## src/include/dma_defines.svh

```systemverilog
`ifndef DMA_DEFINES_SVH
`define DMA_DEFINES_SVH

// Word address width, 256 words of memory
`define DMA_ADDR_W 8

// Memory word and control register width
`define DMA_DATA_W 32

// Transfer length in words
`define DMA_LEN_W 8

// Entries in the transfer queue
`define DMA_TF_DEPTH 2

`endif

```

## src/verilog/dma_pkg.sv

```systemverilog
package dma_pkg;

  // Transfer FSM states
  typedef enum logic [2:0] {
    ST_IDLE    = 3'd0,
    ST_LOAD    = 3'd1,
    ST_READ    = 3'd2,
    ST_CAPTURE = 3'd3,
    ST_WRITE   = 3'd4,
    ST_DONE    = 3'd5
  } dma_state_e;

  // Control register select
  typedef enum logic [2:0] {
    REG_SRC    = 3'd0,
    REG_DST    = 3'd1,
    REG_LEN    = 3'd2,
    REG_LAUNCH = 3'd3,
    REG_STATUS = 3'd4
  } dma_reg_e;

endpackage : dma_pkg

```

## src/verilog/dma_reg_frontend.sv

```systemverilog
`timescale 1ns/1ps
`include "dma_defines.svh"

module dma_reg_frontend
  import dma_pkg::*;
(
  input  logic                   clk_i,
  input  logic                   rst_n_i,
  // Control port
  input  logic                   ctrl_we_i,
  input  logic                   ctrl_re_i,
  input  dma_reg_e               ctrl_addr_i,
  input  logic [`DMA_DATA_W-1:0] ctrl_wdata_i,
  output logic [`DMA_DATA_W-1:0] ctrl_rdata_o,
  output logic                   ctrl_rvalid_o,
  // Transfer queue head towards the FSM
  output logic                   tf_valid_o,
  output logic [`DMA_ADDR_W-1:0] tf_src_o,
  output logic [`DMA_ADDR_W-1:0] tf_dst_o,
  output logic [`DMA_LEN_W-1:0]  tf_len_o,
  input  logic                   tf_pop_i,
  input  logic                   tf_done_i,
  input  logic                   fsm_busy_i
);

  localparam int unsigned DEPTH  = `DMA_TF_DEPTH;
  localparam int unsigned PTR_W  = (DEPTH > 1) ? $clog2(DEPTH) : 1;
  localparam int unsigned FILL_W = $clog2(DEPTH + 1);

  // Programmed transfer parameters
  logic [`DMA_ADDR_W-1:0] src_q;
  logic [`DMA_ADDR_W-1:0] dst_q;
  logic [`DMA_LEN_W-1:0]  len_q;

  // Queue storage, one slot per pending launch
  logic [`DMA_ADDR_W-1:0] q_src_mem [DEPTH];
  logic [`DMA_ADDR_W-1:0] q_dst_mem [DEPTH];
  logic [`DMA_LEN_W-1:0]  q_len_mem [DEPTH];
  logic [PTR_W-1:0]       wr_ptr_q;
  logic [PTR_W-1:0]       rd_ptr_q;
  logic [FILL_W-1:0]      fill_q;

  // Entry taken by the last pop, held for the FSM load cycle
  logic [`DMA_ADDR_W-1:0] head_src_q;
  logic [`DMA_ADDR_W-1:0] head_dst_q;
  logic [`DMA_LEN_W-1:0]  head_len_q;

  logic                   launch;
  logic                   q_full;
  logic                   push;
  logic                   pop;
  logic                   ovf_q;
  logic [7:0]             done_cnt_q;
  logic [`DMA_DATA_W-1:0] status;
  logic [`DMA_DATA_W-1:0] rdata_d;
  logic [`DMA_DATA_W-1:0] rdata_q;
  logic                   rvalid_q;

  // Circular pointer advance
  function automatic logic [PTR_W-1:0] next_ptr(input logic [PTR_W-1:0] ptr);
    return (ptr == PTR_W'(DEPTH - 1)) ? '0 : ptr + 1'b1;
  endfunction

  // Launch strobe, dropped when no slot is free
  assign launch = ctrl_we_i && (ctrl_addr_i == REG_LAUNCH);
  assign q_full = (fill_q == FILL_W'(DEPTH));
  assign push   = launch && !q_full;
  assign pop    = tf_pop_i && (fill_q != '0);

  // Parameter registers, truncated on write
  always_ff @(posedge clk_i) begin
    if (!rst_n_i) begin
      src_q <= '0;
      dst_q <= '0;
      len_q <= '0;
    end else if (ctrl_we_i) begin
      case (ctrl_addr_i)
        REG_SRC: src_q <= ctrl_wdata_i[`DMA_ADDR_W-1:0];
        REG_DST: dst_q <= ctrl_wdata_i[`DMA_ADDR_W-1:0];
        REG_LEN: len_q <= ctrl_wdata_i[`DMA_LEN_W-1:0];
        default: ;
      endcase
    end
  end

  // Queue slots and head hold register
  always_ff @(posedge clk_i) begin
    if (push) begin
      q_src_mem[wr_ptr_q] <= src_q;
      q_dst_mem[wr_ptr_q] <= dst_q;
      q_len_mem[wr_ptr_q] <= len_q;
    end
    if (pop) begin
      head_src_q <= q_src_mem[rd_ptr_q];
      head_dst_q <= q_dst_mem[rd_ptr_q];
      head_len_q <= q_len_mem[rd_ptr_q];
    end
  end

  // Pointers, fill level, overflow flag and completion count
  always_ff @(posedge clk_i) begin
    if (!rst_n_i) begin
      wr_ptr_q   <= '0;
      rd_ptr_q   <= '0;
      fill_q     <= '0;
      ovf_q      <= 1'b0;
      done_cnt_q <= '0;
    end else begin
      if (push) begin
        wr_ptr_q <= next_ptr(wr_ptr_q);
      end
      if (pop) begin
        rd_ptr_q <= next_ptr(rd_ptr_q);
      end
      case ({push, pop})
        2'b10:   fill_q <= fill_q + 1'b1;
        2'b01:   fill_q <= fill_q - 1'b1;
        default: ;
      endcase
      // Sticky until reset
      if (launch && q_full) begin
        ovf_q <= 1'b1;
      end
      // Wraps at 256
      if (tf_done_i) begin
        done_cnt_q <= done_cnt_q + 1'b1;
      end
    end
  end

  assign tf_valid_o = (fill_q != '0);
  assign tf_src_o   = head_src_q;
  assign tf_dst_o   = head_dst_q;
  assign tf_len_o   = head_len_q;

  // Status word, busy while work is queued or running
  always_comb begin
    status       = '0;
    status[0]    = tf_valid_o || fsm_busy_i;
    status[1]    = ovf_q;
    status[15:8] = done_cnt_q;
  end

  // Read-back mux, launch and unmapped selects read zero
  always_comb begin
    case (ctrl_addr_i)
      REG_SRC:    rdata_d = `DMA_DATA_W'(src_q);
      REG_DST:    rdata_d = `DMA_DATA_W'(dst_q);
      REG_LEN:    rdata_d = `DMA_DATA_W'(len_q);
      REG_STATUS: rdata_d = status;
      default:    rdata_d = '0;
    endcase
  end

  // Read data one cycle after the strobe
  always_ff @(posedge clk_i) begin
    if (!rst_n_i) begin
      rvalid_q <= 1'b0;
      rdata_q  <= '0;
    end else begin
      rvalid_q <= ctrl_re_i;
      if (ctrl_re_i) begin
        rdata_q <= rdata_d;
      end
    end
  end

  assign ctrl_rdata_o  = rdata_q;
  assign ctrl_rvalid_o = rvalid_q;

endmodule : dma_reg_frontend

```

## src/verilog/dma_fsm.sv

```systemverilog
`timescale 1ns/1ps

module dma_fsm
  import dma_pkg::*;
(
  input  logic clk_i,
  input  logic rst_n_i,
  // Queue and counter status
  input  logic tf_valid_i,
  input  logic cnt_empty_i,
  input  logic cnt_last_i,
  // Queue handshake
  output logic tf_pop_o,
  output logic tf_done_o,
  output logic fsm_busy_o,
  // Counter control
  output logic cnt_load_o,
  output logic cnt_step_o,
  // Memory port control
  output logic mp_rd_o,
  output logic mp_capture_o,
  output logic mp_wr_o
);

  dma_state_e state_q;
  dma_state_e state_d;

  always_ff @(posedge clk_i) begin
    if (!rst_n_i) begin
      state_q <= ST_IDLE;
    end else begin
      state_q <= state_d;
    end
  end

  // Next state and strobe decode, one strobe per state
  always_comb begin
    state_d      = state_q;
    tf_pop_o     = 1'b0;
    tf_done_o    = 1'b0;
    cnt_load_o   = 1'b0;
    cnt_step_o   = 1'b0;
    mp_rd_o      = 1'b0;
    mp_capture_o = 1'b0;
    mp_wr_o      = 1'b0;
    case (state_q)
      ST_IDLE: begin
        // Take the queue head as soon as it shows up
        if (tf_valid_i) begin
          tf_pop_o = 1'b1;
          state_d  = ST_LOAD;
        end
      end
      ST_LOAD: begin
        cnt_load_o = 1'b1;
        // Zero length skips all memory traffic
        state_d    = cnt_empty_i ? ST_DONE : ST_READ;
      end
      ST_READ: begin
        mp_rd_o = 1'b1;
        state_d = ST_CAPTURE;
      end
      ST_CAPTURE: begin
        // Read data arrives one cycle after the request
        mp_capture_o = 1'b1;
        state_d      = ST_WRITE;
      end
      ST_WRITE: begin
        mp_wr_o = 1'b1;
        if (cnt_last_i) begin
          state_d = ST_DONE;
        end else begin
          cnt_step_o = 1'b1;
          state_d    = ST_READ;
        end
      end
      ST_DONE: begin
        tf_done_o = 1'b1;
        state_d   = ST_IDLE;
      end
      default: state_d = ST_IDLE;
    endcase
  end

  assign fsm_busy_o = (state_q != ST_IDLE);

endmodule : dma_fsm

```

## src/verilog/dma_beat_counter.sv

```systemverilog
`timescale 1ns/1ps
`include "dma_defines.svh"

module dma_beat_counter (
  input  logic                   clk_i,
  input  logic                   rst_n_i,
  input  logic                   cnt_load_i,
  input  logic                   cnt_step_i,
  // Transfer taken from the queue
  input  logic [`DMA_ADDR_W-1:0] tf_src_i,
  input  logic [`DMA_ADDR_W-1:0] tf_dst_i,
  input  logic [`DMA_LEN_W-1:0]  tf_len_i,
  // Current word addresses
  output logic [`DMA_ADDR_W-1:0] src_addr_o,
  output logic [`DMA_ADDR_W-1:0] dst_addr_o,
  output logic                   cnt_empty_o,
  output logic                   cnt_last_o
);

  localparam logic [`DMA_LEN_W-1:0] LEN_ONE = 1;

  logic [`DMA_ADDR_W-1:0] src_q;
  logic [`DMA_ADDR_W-1:0] dst_q;
  logic [`DMA_LEN_W-1:0]  remain_q;

  // Addresses wrap modulo the address space
  always_ff @(posedge clk_i) begin
    if (!rst_n_i) begin
      src_q    <= '0;
      dst_q    <= '0;
      remain_q <= '0;
    end else if (cnt_load_i) begin
      src_q    <= tf_src_i;
      dst_q    <= tf_dst_i;
      remain_q <= tf_len_i;
    end else if (cnt_step_i) begin
      src_q    <= src_q + 1'b1;
      dst_q    <= dst_q + 1'b1;
      remain_q <= remain_q - 1'b1;
    end
  end

  assign src_addr_o = src_q;
  assign dst_addr_o = dst_q;

  // Empty is checked during the load cycle, so look at the incoming length
  assign cnt_empty_o = cnt_load_i ? (tf_len_i == '0) : (remain_q == '0);
  assign cnt_last_o  = (remain_q == LEN_ONE);

endmodule : dma_beat_counter

```

## src/verilog/dma_mem_port.sv

```systemverilog
`timescale 1ns/1ps
`include "dma_defines.svh"

module dma_mem_port (
  input  logic                   clk_i,
  input  logic                   rst_n_i,
  // Access strobes from the FSM
  input  logic                   mp_rd_i,
  input  logic                   mp_wr_i,
  input  logic                   mp_capture_i,
  // Addresses from the counter
  input  logic [`DMA_ADDR_W-1:0] src_addr_i,
  input  logic [`DMA_ADDR_W-1:0] dst_addr_i,
  // Memory interface
  input  logic [`DMA_DATA_W-1:0] mem_rdata_i,
  output logic                   mem_req_o,
  output logic                   mem_we_o,
  output logic [`DMA_ADDR_W-1:0] mem_addr_o,
  output logic [`DMA_DATA_W-1:0] mem_wdata_o
);

  // Word in flight between read and write
  logic [`DMA_DATA_W-1:0] word_q;

  always_ff @(posedge clk_i) begin
    if (!rst_n_i) begin
      word_q <= '0;
    end else if (mp_capture_i) begin
      word_q <= mem_rdata_i;
    end
  end

  // One request per read or write state
  assign mem_req_o   = mp_rd_i | mp_wr_i;
  assign mem_we_o    = mp_wr_i;
  // Writes go to the destination, reads come from the source
  assign mem_addr_o  = mp_wr_i ? dst_addr_i : src_addr_i;
  assign mem_wdata_o = word_q;

endmodule : dma_mem_port

```

## src/verilog/dma_core_wrap.sv

```systemverilog
`timescale 1ns/1ps
`include "dma_defines.svh"

module dma_core_wrap
  import dma_pkg::*;
(
  input  logic                   clk_i,
  input  logic                   rst_n_i,
  // Control port
  input  logic                   ctrl_we_i,
  input  logic                   ctrl_re_i,
  input  dma_reg_e               ctrl_addr_i,
  input  logic [`DMA_DATA_W-1:0] ctrl_wdata_i,
  output logic [`DMA_DATA_W-1:0] ctrl_rdata_o,
  output logic                   ctrl_rvalid_o,
  // Memory port
  output logic                   mem_req_o,
  output logic                   mem_we_o,
  output logic [`DMA_ADDR_W-1:0] mem_addr_o,
  output logic [`DMA_DATA_W-1:0] mem_wdata_o,
  input  logic [`DMA_DATA_W-1:0] mem_rdata_i
);

  // Front end to FSM
  logic                   tf_valid;
  logic [`DMA_ADDR_W-1:0] tf_src;
  logic [`DMA_ADDR_W-1:0] tf_dst;
  logic [`DMA_LEN_W-1:0]  tf_len;
  logic                   tf_pop;
  logic                   tf_done;
  logic                   fsm_busy;

  // FSM to counter
  logic                   cnt_load;
  logic                   cnt_step;
  logic                   cnt_empty;
  logic                   cnt_last;
  logic [`DMA_ADDR_W-1:0] src_addr;
  logic [`DMA_ADDR_W-1:0] dst_addr;

  // FSM to memory port
  logic                   mp_rd;
  logic                   mp_wr;
  logic                   mp_capture;

  // Registers, transfer queue and status
  dma_reg_frontend i_dma_reg_frontend (
    .clk_i         ( clk_i         ),
    .rst_n_i       ( rst_n_i       ),
    .ctrl_we_i     ( ctrl_we_i     ),
    .ctrl_re_i     ( ctrl_re_i     ),
    .ctrl_addr_i   ( ctrl_addr_i   ),
    .ctrl_wdata_i  ( ctrl_wdata_i  ),
    .ctrl_rdata_o  ( ctrl_rdata_o  ),
    .ctrl_rvalid_o ( ctrl_rvalid_o ),
    .tf_valid_o    ( tf_valid      ),
    .tf_src_o      ( tf_src        ),
    .tf_dst_o      ( tf_dst        ),
    .tf_len_o      ( tf_len        ),
    .tf_pop_i      ( tf_pop        ),
    .tf_done_i     ( tf_done       ),
    .fsm_busy_i    ( fsm_busy      )
  );

  // Transfer sequencing
  dma_fsm i_dma_fsm (
    .clk_i        ( clk_i      ),
    .rst_n_i      ( rst_n_i    ),
    .tf_valid_i   ( tf_valid   ),
    .cnt_empty_i  ( cnt_empty  ),
    .cnt_last_i   ( cnt_last   ),
    .tf_pop_o     ( tf_pop     ),
    .tf_done_o    ( tf_done    ),
    .fsm_busy_o   ( fsm_busy   ),
    .cnt_load_o   ( cnt_load   ),
    .cnt_step_o   ( cnt_step   ),
    .mp_rd_o      ( mp_rd      ),
    .mp_capture_o ( mp_capture ),
    .mp_wr_o      ( mp_wr      )
  );

  // Word count and address generation
  dma_beat_counter i_dma_beat_counter (
    .clk_i       ( clk_i     ),
    .rst_n_i     ( rst_n_i   ),
    .cnt_load_i  ( cnt_load  ),
    .cnt_step_i  ( cnt_step  ),
    .tf_src_i    ( tf_src    ),
    .tf_dst_i    ( tf_dst    ),
    .tf_len_i    ( tf_len    ),
    .src_addr_o  ( src_addr  ),
    .dst_addr_o  ( dst_addr  ),
    .cnt_empty_o ( cnt_empty ),
    .cnt_last_o  ( cnt_last  )
  );

  // Memory access driver
  dma_mem_port i_dma_mem_port (
    .clk_i        ( clk_i       ),
    .rst_n_i      ( rst_n_i     ),
    .mp_rd_i      ( mp_rd       ),
    .mp_wr_i      ( mp_wr       ),
    .mp_capture_i ( mp_capture  ),
    .src_addr_i   ( src_addr    ),
    .dst_addr_i   ( dst_addr    ),
    .mem_rdata_i  ( mem_rdata_i ),
    .mem_req_o    ( mem_req_o   ),
    .mem_we_o     ( mem_we_o    ),
    .mem_addr_o   ( mem_addr_o  ),
    .mem_wdata_o  ( mem_wdata_o )
  );

endmodule : dma_core_wrap

```

## config.mk

```make
export PLATFORM = sky130hd
export DESIGN_NAME = dma_core_wrap
export DESIGN_NICKNAME = d
export VERILOG_FILES = /design/src/verilog/dma_pkg.sv /design/src/verilog/dma_reg_frontend.sv /design/src/verilog/dma_fsm.sv /design/src/verilog/dma_beat_counter.sv /design/src/verilog/dma_mem_port.sv /design/src/verilog/dma_core_wrap.sv
export VERILOG_INCLUDE_DIRS = /design/src /design/src/include
export SDC_FILE = /design/constraint.sdc
export NUM_CORES = 1
export LEC_CHECK = 0
export ABC_AREA = 1
export BUFFER_PORTS_ARGS = -buffer_cell sky130_fd_sc_hd__buf_2
export CORE_ASPECT_RATIO = 1.1
export CORE_MARGIN = 1.5
export CORE_UTILIZATION = 55
export DETAILED_ROUTE_END_ITERATION = 8
export PLACE_DENSITY = 0.82
export SLEW_MARGIN = 15
export SYNTH_ARGS = -nofsm -noshare
export SYNTH_HDL_FRONTEND = slang
export SYNTH_SLANG_ARGS = --single-unit
```

## constraint.sdc

```tcl
create_clock -name clk_i -period 3.45 [get_ports clk_i]
set_input_delay 0.345 -clock clk_i [delete_from_list [all_inputs] [get_ports clk_i]]
set_output_delay 0.345 -clock clk_i [all_outputs]
set_load 0.01 [all_outputs]
```

==> results of run 1 <==
layout make-up:
cell class | instances | area [sq um] | share of cell area
Inverter | 55 | 206 | 0.0232
Clock inverter | 15 | 149 | 0.0167
Sequential cell | 185 | 4420 | 0.496
Timing Repair Buffer | 113 | 586 | 0.0657
Tap cell | 188 | 235 | 0.0264
Multi-Input combinational cell | 644 | 2890 | 0.324
Clock buffer | 17 | 425 | 0.0477
per-layer routing:
layer | global-route usage | vias to the layer above | part of all wire
met5 | 0 | - | 0
met4 | 0.0854 | 0 | 0.018
met3 | 0.0631 | 22 | 0.060
met2 | 0.371 | 206 | 0.48
met1 | 0.311 | 2861 | 0.44
li1 | - | 3144 | -
worst paths after layout:
kind | slack (ns) | depth (start not counted) | to
max | 1.21 | 11 | i_dma_reg_frontend.fill_q[1]$_SDFFE_PN0P_
min | 0.12 | 3 | i_dma_mem_port.mem_wdata_o[30]$_SDFFE_PN0P_
max reg2reg | 1.21 | 11 | i_dma_reg_frontend.fill_q[1]$_SDFFE_PN0P_
min reg2reg | 0.46 | 2 | i_dma_reg_frontend.ctrl_rdata_o[7]$_SDFFE_PN0P_
worst max-delay path, cell delays in order (launching register included):
cell,delay [ns]
dfxtp_1,0.37
nor2_4,0.19
nand2_1,0.11
or2_2,0.31
inv_1,0.07
buf_4,0.29
ha_1,0.32
a21oi_1,0.13
o21ai_0,0.09
inv_1,0.07
o21ai_0,0.08
a21oi_1,0.14
state kept, by name (all words and copies together), names as in the netlist, 16 cells and up:
name,count
i_dma_mem_port.mem_wdata_o,32
i_dma_reg_frontend.ctrl_rdata_o,16
i_dma_reg_frontend.q_dst_mem,16
i_dma_reg_frontend.q_len_mem,16
i_dma_reg_frontend.q_src_mem,16
placed cells by master (no fill, tap or decap), types with 2 or more instances in the layout:
master	n
nor2_4	4
nor3_1	2
a21boi_1	2
clkinv_8	2
nand2_2	4
nor2_2	4
clkbuf_16	17
nor2_1	149
nand2_1	256
nand4_1	4
inv_8	3
dfxtp_1	113
nand3_1	44
xnor2_1	2
buf_4	8
buf_2	105
a21boi_0	4
inv_1	48
conb_1	16
o21ai_0	82
edfxtp_1	72
inv_6	7
inv_2	6
a21oi_1	46
nor3_2	2
xor2_1	9
clkinvlp_4	2
ha_1	6
synth_stat cells (2+ instances only):
cell	instances
buf_2	8
inv_2	6
o21ai_0	82
clkbuf_1	23
ha_1	6
edfxtp_1	72
buf_1	2
nor2_2	2
nand2_1	256
nand2_2	4
nand3_1	44
dfxtp_1	113
a21boi_1	2
a21oi_1	46
nor3_2	2
xor2_1	9
xnor2_1	2
inv_1	48
buf_4	17
a21boi_0	4
nor3_1	2
nor2_4	4
nand4_1	4
nor2_1	151
power groups by stage:
stage                     clock [mW]  sequential (mW)  combinational (mW)
final                           1.88             2.71                1.19
after global routing            1.99             2.74                1.36
after CTS                       1.90             2.71                1.19
after detailed placement           0             2.76                1.18
after global placement             0             2.75                1.13
after floorplan                    0             2.73               0.898
per-stage QoR:
stage	instances	instance area, sq um	setup WS, ns
detailed placement	1185	8340	1.25
global placement	1185	8340	1.38
CTS	1217	8920	1.19
global route	1217	8920	0.979
finish	1217	8920	1.21
floorplan	935	7790	1.22
cells by family (layout without fill, tap and decap cells):
logic type	Yosys count	in the layout	synth area share
fa+ha+maj	6	6	0.00971
buf+inv	106	200	0.0620
flops	185	185	0.572
compound gates	137	137	0.0919
other cells	1	16	0.000485
xor+xnor	11	11	0.0125
simple gates	474	474	0.251
==> impl_results.rst, run 1 <==
.. list-table::
   :header-rows: 1

   * - Metric
     - Value
   * - Outcome
     - complete, no violations
   * - Cell type contributing the most total cell area after synthesis
     - dfxtp_1
   * - DR vias
     - around 6200
   * - Beginning of the critical path
     - i_dma_fsm.state_q[0]$_SDFFE_PN0N_
   * - I/O pin cnt
     - roughly 150
   * - Share of the cycle needed by the critical path after routing
     - 0.648
   * - Async set-or-reset flop fraction in the synthesized netlist
     - 0
   * - Number of levels in the clock H-tree
     - 4
   * - Finish-stage setup viols
     - 0
   * - Post-detail-place hpwl
     - ~11 mm
   * - Highest net fanout along the worst path
     - 25
   * - Last weighted congestion value of the routability-driven placer
     - about 0.8
   * - Number of global-route vias before repair
     - roughly 5600
   * - Pin count of the biggest net entering global routing
     - 75
   * - Clock share of power
     - 0.325
   * - Cell Area, Synth
     - a little under 0.008 sq mm
   * - Nature of the critical path startpoint
     - register
   * - Worst-case vdd ir drop
     - 0.424 mV
   * - Starting DRC count in detailed routing
     - approximately 520
   * - #FFs+latches synth
     - 185
   * - P&R area growth vs syn
     - 15.3%
   * - Final Max Slew Viols
     - 0
   * - Area share of the largest cell type after synthesis
     - 0.293
   * - Count of cell types in the netlist
     - 35
   * - Maximum achievable frequency
     - between 0.4 and 0.5 GHz
   * - Setup TNS
     - 0 ns
   * - Final hold viol count
     - 0
   * - Leakage
     - between 3 and 4 nW
   * - Unrepaired setup endpoints after global routing
     - false
   * - Via density per instance
     - between 5 and 6
   * - Number of cell rows
     - 45
   * - Routed wire length
     - approximately 16 mm
   * - Synth Instances
     - 920
   * - Utilization after layout
     - 0.646
   * - Largest cells by area after synthesis
     - dfxtp_1 29%, edfxtp_1 28%, nand2_1 12%
   * - Synthesized area divided by synthesized cell count
     - 8.41 sq um
   * - Final critical delay including setup and external delays
     - between 2 and 2.5 ns
   * - Internal Dissipation
     - slightly below 4 mW
   * - Starting utilization of the core area
     - 0.561
   * - CTS buffer count
     - 17
   * - Power density over the cells
     - approximately 650 mW/mm^2
   * - Worst skew pair latency
     - roughly 0.44 ns
   * - Overall die width
     - 116 um
   * - Max cap viols
     - 0
   * - Hold-fix buffers, CTS
     - 0
   * - Initial antenna violation count
     - 0
   * - CTS Sinks
     - between 150 and 200
   * - Number of antenna diodes
     - 0
   * - Fraction of power consumed by sequential logic
     - 0.470
   * - Number of buffers added on ports
     - ~110
   * - TritonCTS clock tree
     - built
   * - Measured slew at the worst slew-check pin
     - 1.01 ns
   * - Portion of the post-synthesis area used by sequential elements
     - 0.572
   * - Classification of the worst-slack hold path
     - primary input to register
   * - Total grt overflow
     - 0
   * - Hold Startpoint
     - mem_rdata_i[30]
   * - DIE HEIGHT
     - roughly 130 um
   * - Net switching fraction of the power
     - 0.320
   * - Longest Clk Path Bufs
     - 2
   * - Filler cell count
     - about 1100
   * - First-pass GRT wire length
     - around 27 mm
   * - Total die area
     - 0.0148 sq mm
   * - Pre-Repair DR Iteration Count
     - 5
   * - Total power after layout
     - between 5 and 6 mW
   * - Post-DRT Antenna Nets
     - 0
   * - Switching power
     - approximately 1.8 mW
   * - Clk_skew
     - ~0.011 ns
   * - Number of enable-type register cells in the synthesized netlist
     - between 70 and 80
   * - Clk slew on worst S/H paths
     - 0.08 ns
   * - Ratio of cells with drive above 1 in the final layout
     - 0.165
   * - Routed length per placed instance
     - ~13 um
   * - Gate power share
     - 0.205
   * - Data arrival time of the worst path
     - between 2 and 3 ns
   * - Cell chosen for the clock root
     - clkbuf_16
   * - Required @ worst endpoint
     - ~3.8 ns
   * - Placeable core area
     - around 0.014 sq mm
   * - Combined global-route utilization of all metal layers
     - 0.235
   * - Kind of end point of the critical path
     - register
   * - Worst slack on hold paths
     - approximately 0.12 ns
   * - Top FF cell, synth
     - dfxtp_1
   * - Net count, final
     - ~1100
   * - Reg-to-reg critical path startpoint
     - i_dma_fsm.state_q[0]$_SDFFE_PN0N_
   * - Max-Slew Margin vs Limit
     - 0.326
   * - Type of the worst setup path
     - register to register
   * - YS warnings
     - 0
   * - Count of buffers added by post-CTS timing repair for setup
     - 0
   * - CTS-repair resized insts
     - 0
   * - Number of DRC violations after detailed routing
     - 0
(Power assumes the default switching activity.)
==> run 2, diff against run 1 <==
--- a/config.mk
+++ b/config.mk
@@ -10,9 +10,9 @@
 export BUFFER_PORTS_ARGS = -buffer_cell sky130_fd_sc_hd__buf_2
 export CORE_ASPECT_RATIO = 1.1
 export CORE_MARGIN = 1.5
-export CORE_UTILIZATION = 55
+export CORE_UTILIZATION = 50
 export DETAILED_ROUTE_END_ITERATION = 8
-export PLACE_DENSITY = 0.82
+export PLACE_DENSITY = 0.79
 export SLEW_MARGIN = 15
 export SYNTH_ARGS = -nofsm -noshare
 export SYNTH_HDL_FRONTEND = slang
==> constraint.sdc (replaced) <==
create_clock -name clk_i -period 2.05 [get_ports clk_i]
set_input_delay 0.205 -clock clk_i [delete_from_list [all_inputs] [get_ports clk_i]]
set_output_delay 0.205 -clock clk_i [all_outputs]
set_load 0.01 [all_outputs]
==> run 2 against run 1 <==
Clock power grew 82%. Register-to-register slack lost 1.0 ns. Flip-flop and latch count is the same. Worst hold slack lost 0.099 ns.
==> impl_results.rst, run 2 (same netlist as run 1, synthesis figures left out) <==
.. list-table::
   :header-rows: 1

   * - Metric
     - Value
   * - Outcome
     - complete, no violations
   * - Destination of the critical timing path
     - i_dma_reg_frontend.fill_q[1]$_SDFFE_PN0P_
   * - Net count, final
     - 1128
   * - Most common library cell in the layout ignoring fill and taps
     - nand2_1
   * - Worst setup slack for register-to-register paths
     - about 0.21 ns
   * - Measured slew at the worst slew-check pin
     - 0.626 ns
   * - CTS buffer count
     - 17
   * - Routed wire length
     - 16.8 mm
   * - Clk slew on worst S/H paths
     - ~0.07 ns
   * - Number of antenna diodes
     - 0
   * - Post-route setup slack
     - roughly 0.21 ns
   * - Pin count of the biggest net entering global routing
     - 53
   * - Number of global-route vias before repair
     - 5905
   * - Final critical delay including setup and external delays
     - about 1.8 ns
   * - Total die area
     - 0.0162 sq mm
   * - Final hold viol count
     - 0
   * - Power density over the cells
     - roughly 1100 mW/mm^2
   * - Combined global-route utilization of all metal layers
     - 0.218
   * - Overall die width
     - 122 um
   * - Share of the cycle needed by the critical path after routing
     - 0.899
   * - Type of the worst setup path
     - register to register
   * - Kind of end point of the critical path
     - register
   * - Count of buffers added by post-CTS timing repair for setup
     - 0
   * - Via density per instance
     - approximately 5
   * - Max cap viols
     - 0
   * - Worst skew pair latency
     - between 0.4 and 0.5 ns
   * - Number of flip-flops in the largest register
     - 32
   * - Final Max Slew Viols
     - 0
   * - Setup TNS
     - 0 ns
   * - Data arrival time of the worst path
     - roughly 2.2 ns
   * - Highest net fanout along the worst path
     - 4
   * - Worst-case vdd ir drop
     - 0.781 mV
   * - Maximum achievable frequency
     - approximately 0.54 GHz
   * - Reg-to-reg critical path startpoint
     - i_dma_fsm.state_q[0]$_SDFFE_PN0N_
   * - Number of placed instances, taps included
     - 1202
   * - DIE HEIGHT
     - roughly 130 um
   * - Total grt overflow
     - 0
   * - Placeable core area
     - approximately 0.015 sq mm
   * - Number of buffers added on ports
     - 105
   * - Commonest cells after routing, fill and taps aside
     - 256 x nand2_1, 149 x nor2_1, 113 x dfxtp_1
   * - Pre-CTS WS
     - 0.259 ns
   * - Post-layout instance count excluding filler cells
     - 1260
   * - Starting DRC count in detailed routing
     - approximately 380
   * - Nature of the critical path startpoint
     - register
   * - Max-Slew Margin vs Limit
     - 0.580
   * - Destination of the worst register-to-register timing path
     - i_dma_reg_frontend.fill_q[1]$_SDFFE_PN0P_
   * - TritonCTS clock tree
     - built
   * - Beginning of the critical path
     - i_dma_fsm.state_q[0]$_SDFFE_PN0N_
   * - DR vias
     - ~6300
   * - P&R area growth vs syn
     - 20.8%
   * - Unrepaired setup endpoints after global routing
     - false
   * - Initial antenna violation count
     - 0
   * - I/O pin cnt
     - about 150
   * - Worst slack on hold paths
     - roughly 0.023 ns
   * - Ratio of cells with drive above 1 in the final layout
     - 0.168
   * - Cell chosen for the clock root
     - clkbuf_16
   * - Last weighted congestion value of the routability-driven placer
     - ~0.83
   * - Routed length per placed instance
     - 13.4 um
   * - Post-detail-place hpwl
     - approximately 11 mm
   * - Longest Clk Path Bufs
     - 2
   * - Pre-Repair DR Iteration Count
     - 5
   * - First-pass GRT wire length
     - 27.8 mm
   * - Number of levels in the clock H-tree
     - 4
   * - Finish-stage setup viols
     - 0
   * - Classification of the worst-slack hold path
     - primary input to register
   * - CTS Sinks
     - roughly 190
   * - Required @ worst endpoint
     - between 2 and 2.5 ns
   * - Cell count of the worst reg-to-reg path
     - 10
   * - Clk_skew
     - roughly 0.010 ns
   * - Post-DRT Antenna Nets
     - 0
   * - Leakage
     - about 4 nW
   * - Number of DRC violations after detailed routing
     - 0
   * - Starting utilization of the core area
     - 0.512
   * - Number of cell rows
     - 47
[run 2: cell types whose count changed in the layout (fill, tap and decap cells not counted), sizes merged, moves of 2 or more]
cell,change
inv,-6
dlygate4sd3,+26
clkbuf,+5
bufinv,+2
clkinv,-2
buf,+9
[run 2: repair_timing]
item	4_1_cts	5_1_grt
hold buffers	26	0
gates resized for setup	0	0
hold endpoints to repair	26	0
[run 2: how the worst min path moves through the flow]
stage	from	endpoint	slack, ns	depth (start not counted)
6_report	mem_rdata_i[29]	i_dma_mem_port.mem_wdata_o[29]$_SDFFE_PN0P_	0.02	3
5_1_grt	mem_rdata_i[29]	i_dma_mem_port.mem_wdata_o[29]$_SDFFE_PN0P_	0.01	3
4_1_cts	mem_rdata_i[8]	i_dma_mem_port.mem_wdata_o[8]$_SDFFE_PN0P_	0.002	3
3_5_place_dp	mem_rdata_i[25]	i_dma_mem_port.mem_wdata_o[25]$_SDFFE_PN0P_	0.43	3
3_3_place_gp	mem_rdata_i[31]	i_dma_mem_port.mem_wdata_o[31]$_SDFFE_PN0P_	0.42	3
2_1_floorplan	mem_rdata_i[0]	i_dma_mem_port.mem_wdata_o[0]$_SDFFE_PN0P_	0.34	2
[run 2: area by class of cell]
| type | count | area (sq um) |
|---|---|---|
| repair buffers | 148 | 938 |
| well taps | 196 | 245 |
| flip-flops and latches | 185 | 4420 |
| fillers | 1221 | 5770 |
| clock inverters | 10 | 125 |
| inverters | 55 | 210 |
| multi-input cells | 644 | 2890 |
| clock buffers | 22 | 507 |
[run 2: where the power goes]
part | internal [mW] | switching (mW) | total (mW)
registers | 4.32 | 0.250 | 4.57
logic | 0.728 | 1.31 | 2.04
clock network | 2.03 | 1.39 | 3.42
[run 2: critical path, stage by stage (launching register included)]
cell,delay [ns]
dfxtp_1,0.37
nor2_4,0.18
nand2_1,0.08
or2_2,0.32
clkinvlp_4,0.09
ha_1,0.25
a21oi_1,0.12
o21ai_0,0.10
inv_1,0.08
o21ai_0,0.08
a21oi_1,0.11
[run 2: stage by stage]
step	utilization	instance area, sq um	power, mW
finish	0.618	9340	10.0
global route	0.618	9340	10.6
CTS	0.618	9340	10.1
detailed placement	0.559	8450	6.63
global placement	0.559	8450	6.57
floorplan	-	7790	6.11
[run 2: per-layer routing]
metal  track usage  vias up  wire, um
met4        0.0856        0       380
li1              -     3212         -
met2         0.363      189      8140
met5             0        -         0
met1         0.277     2852      7470
met3        0.0467       25       854
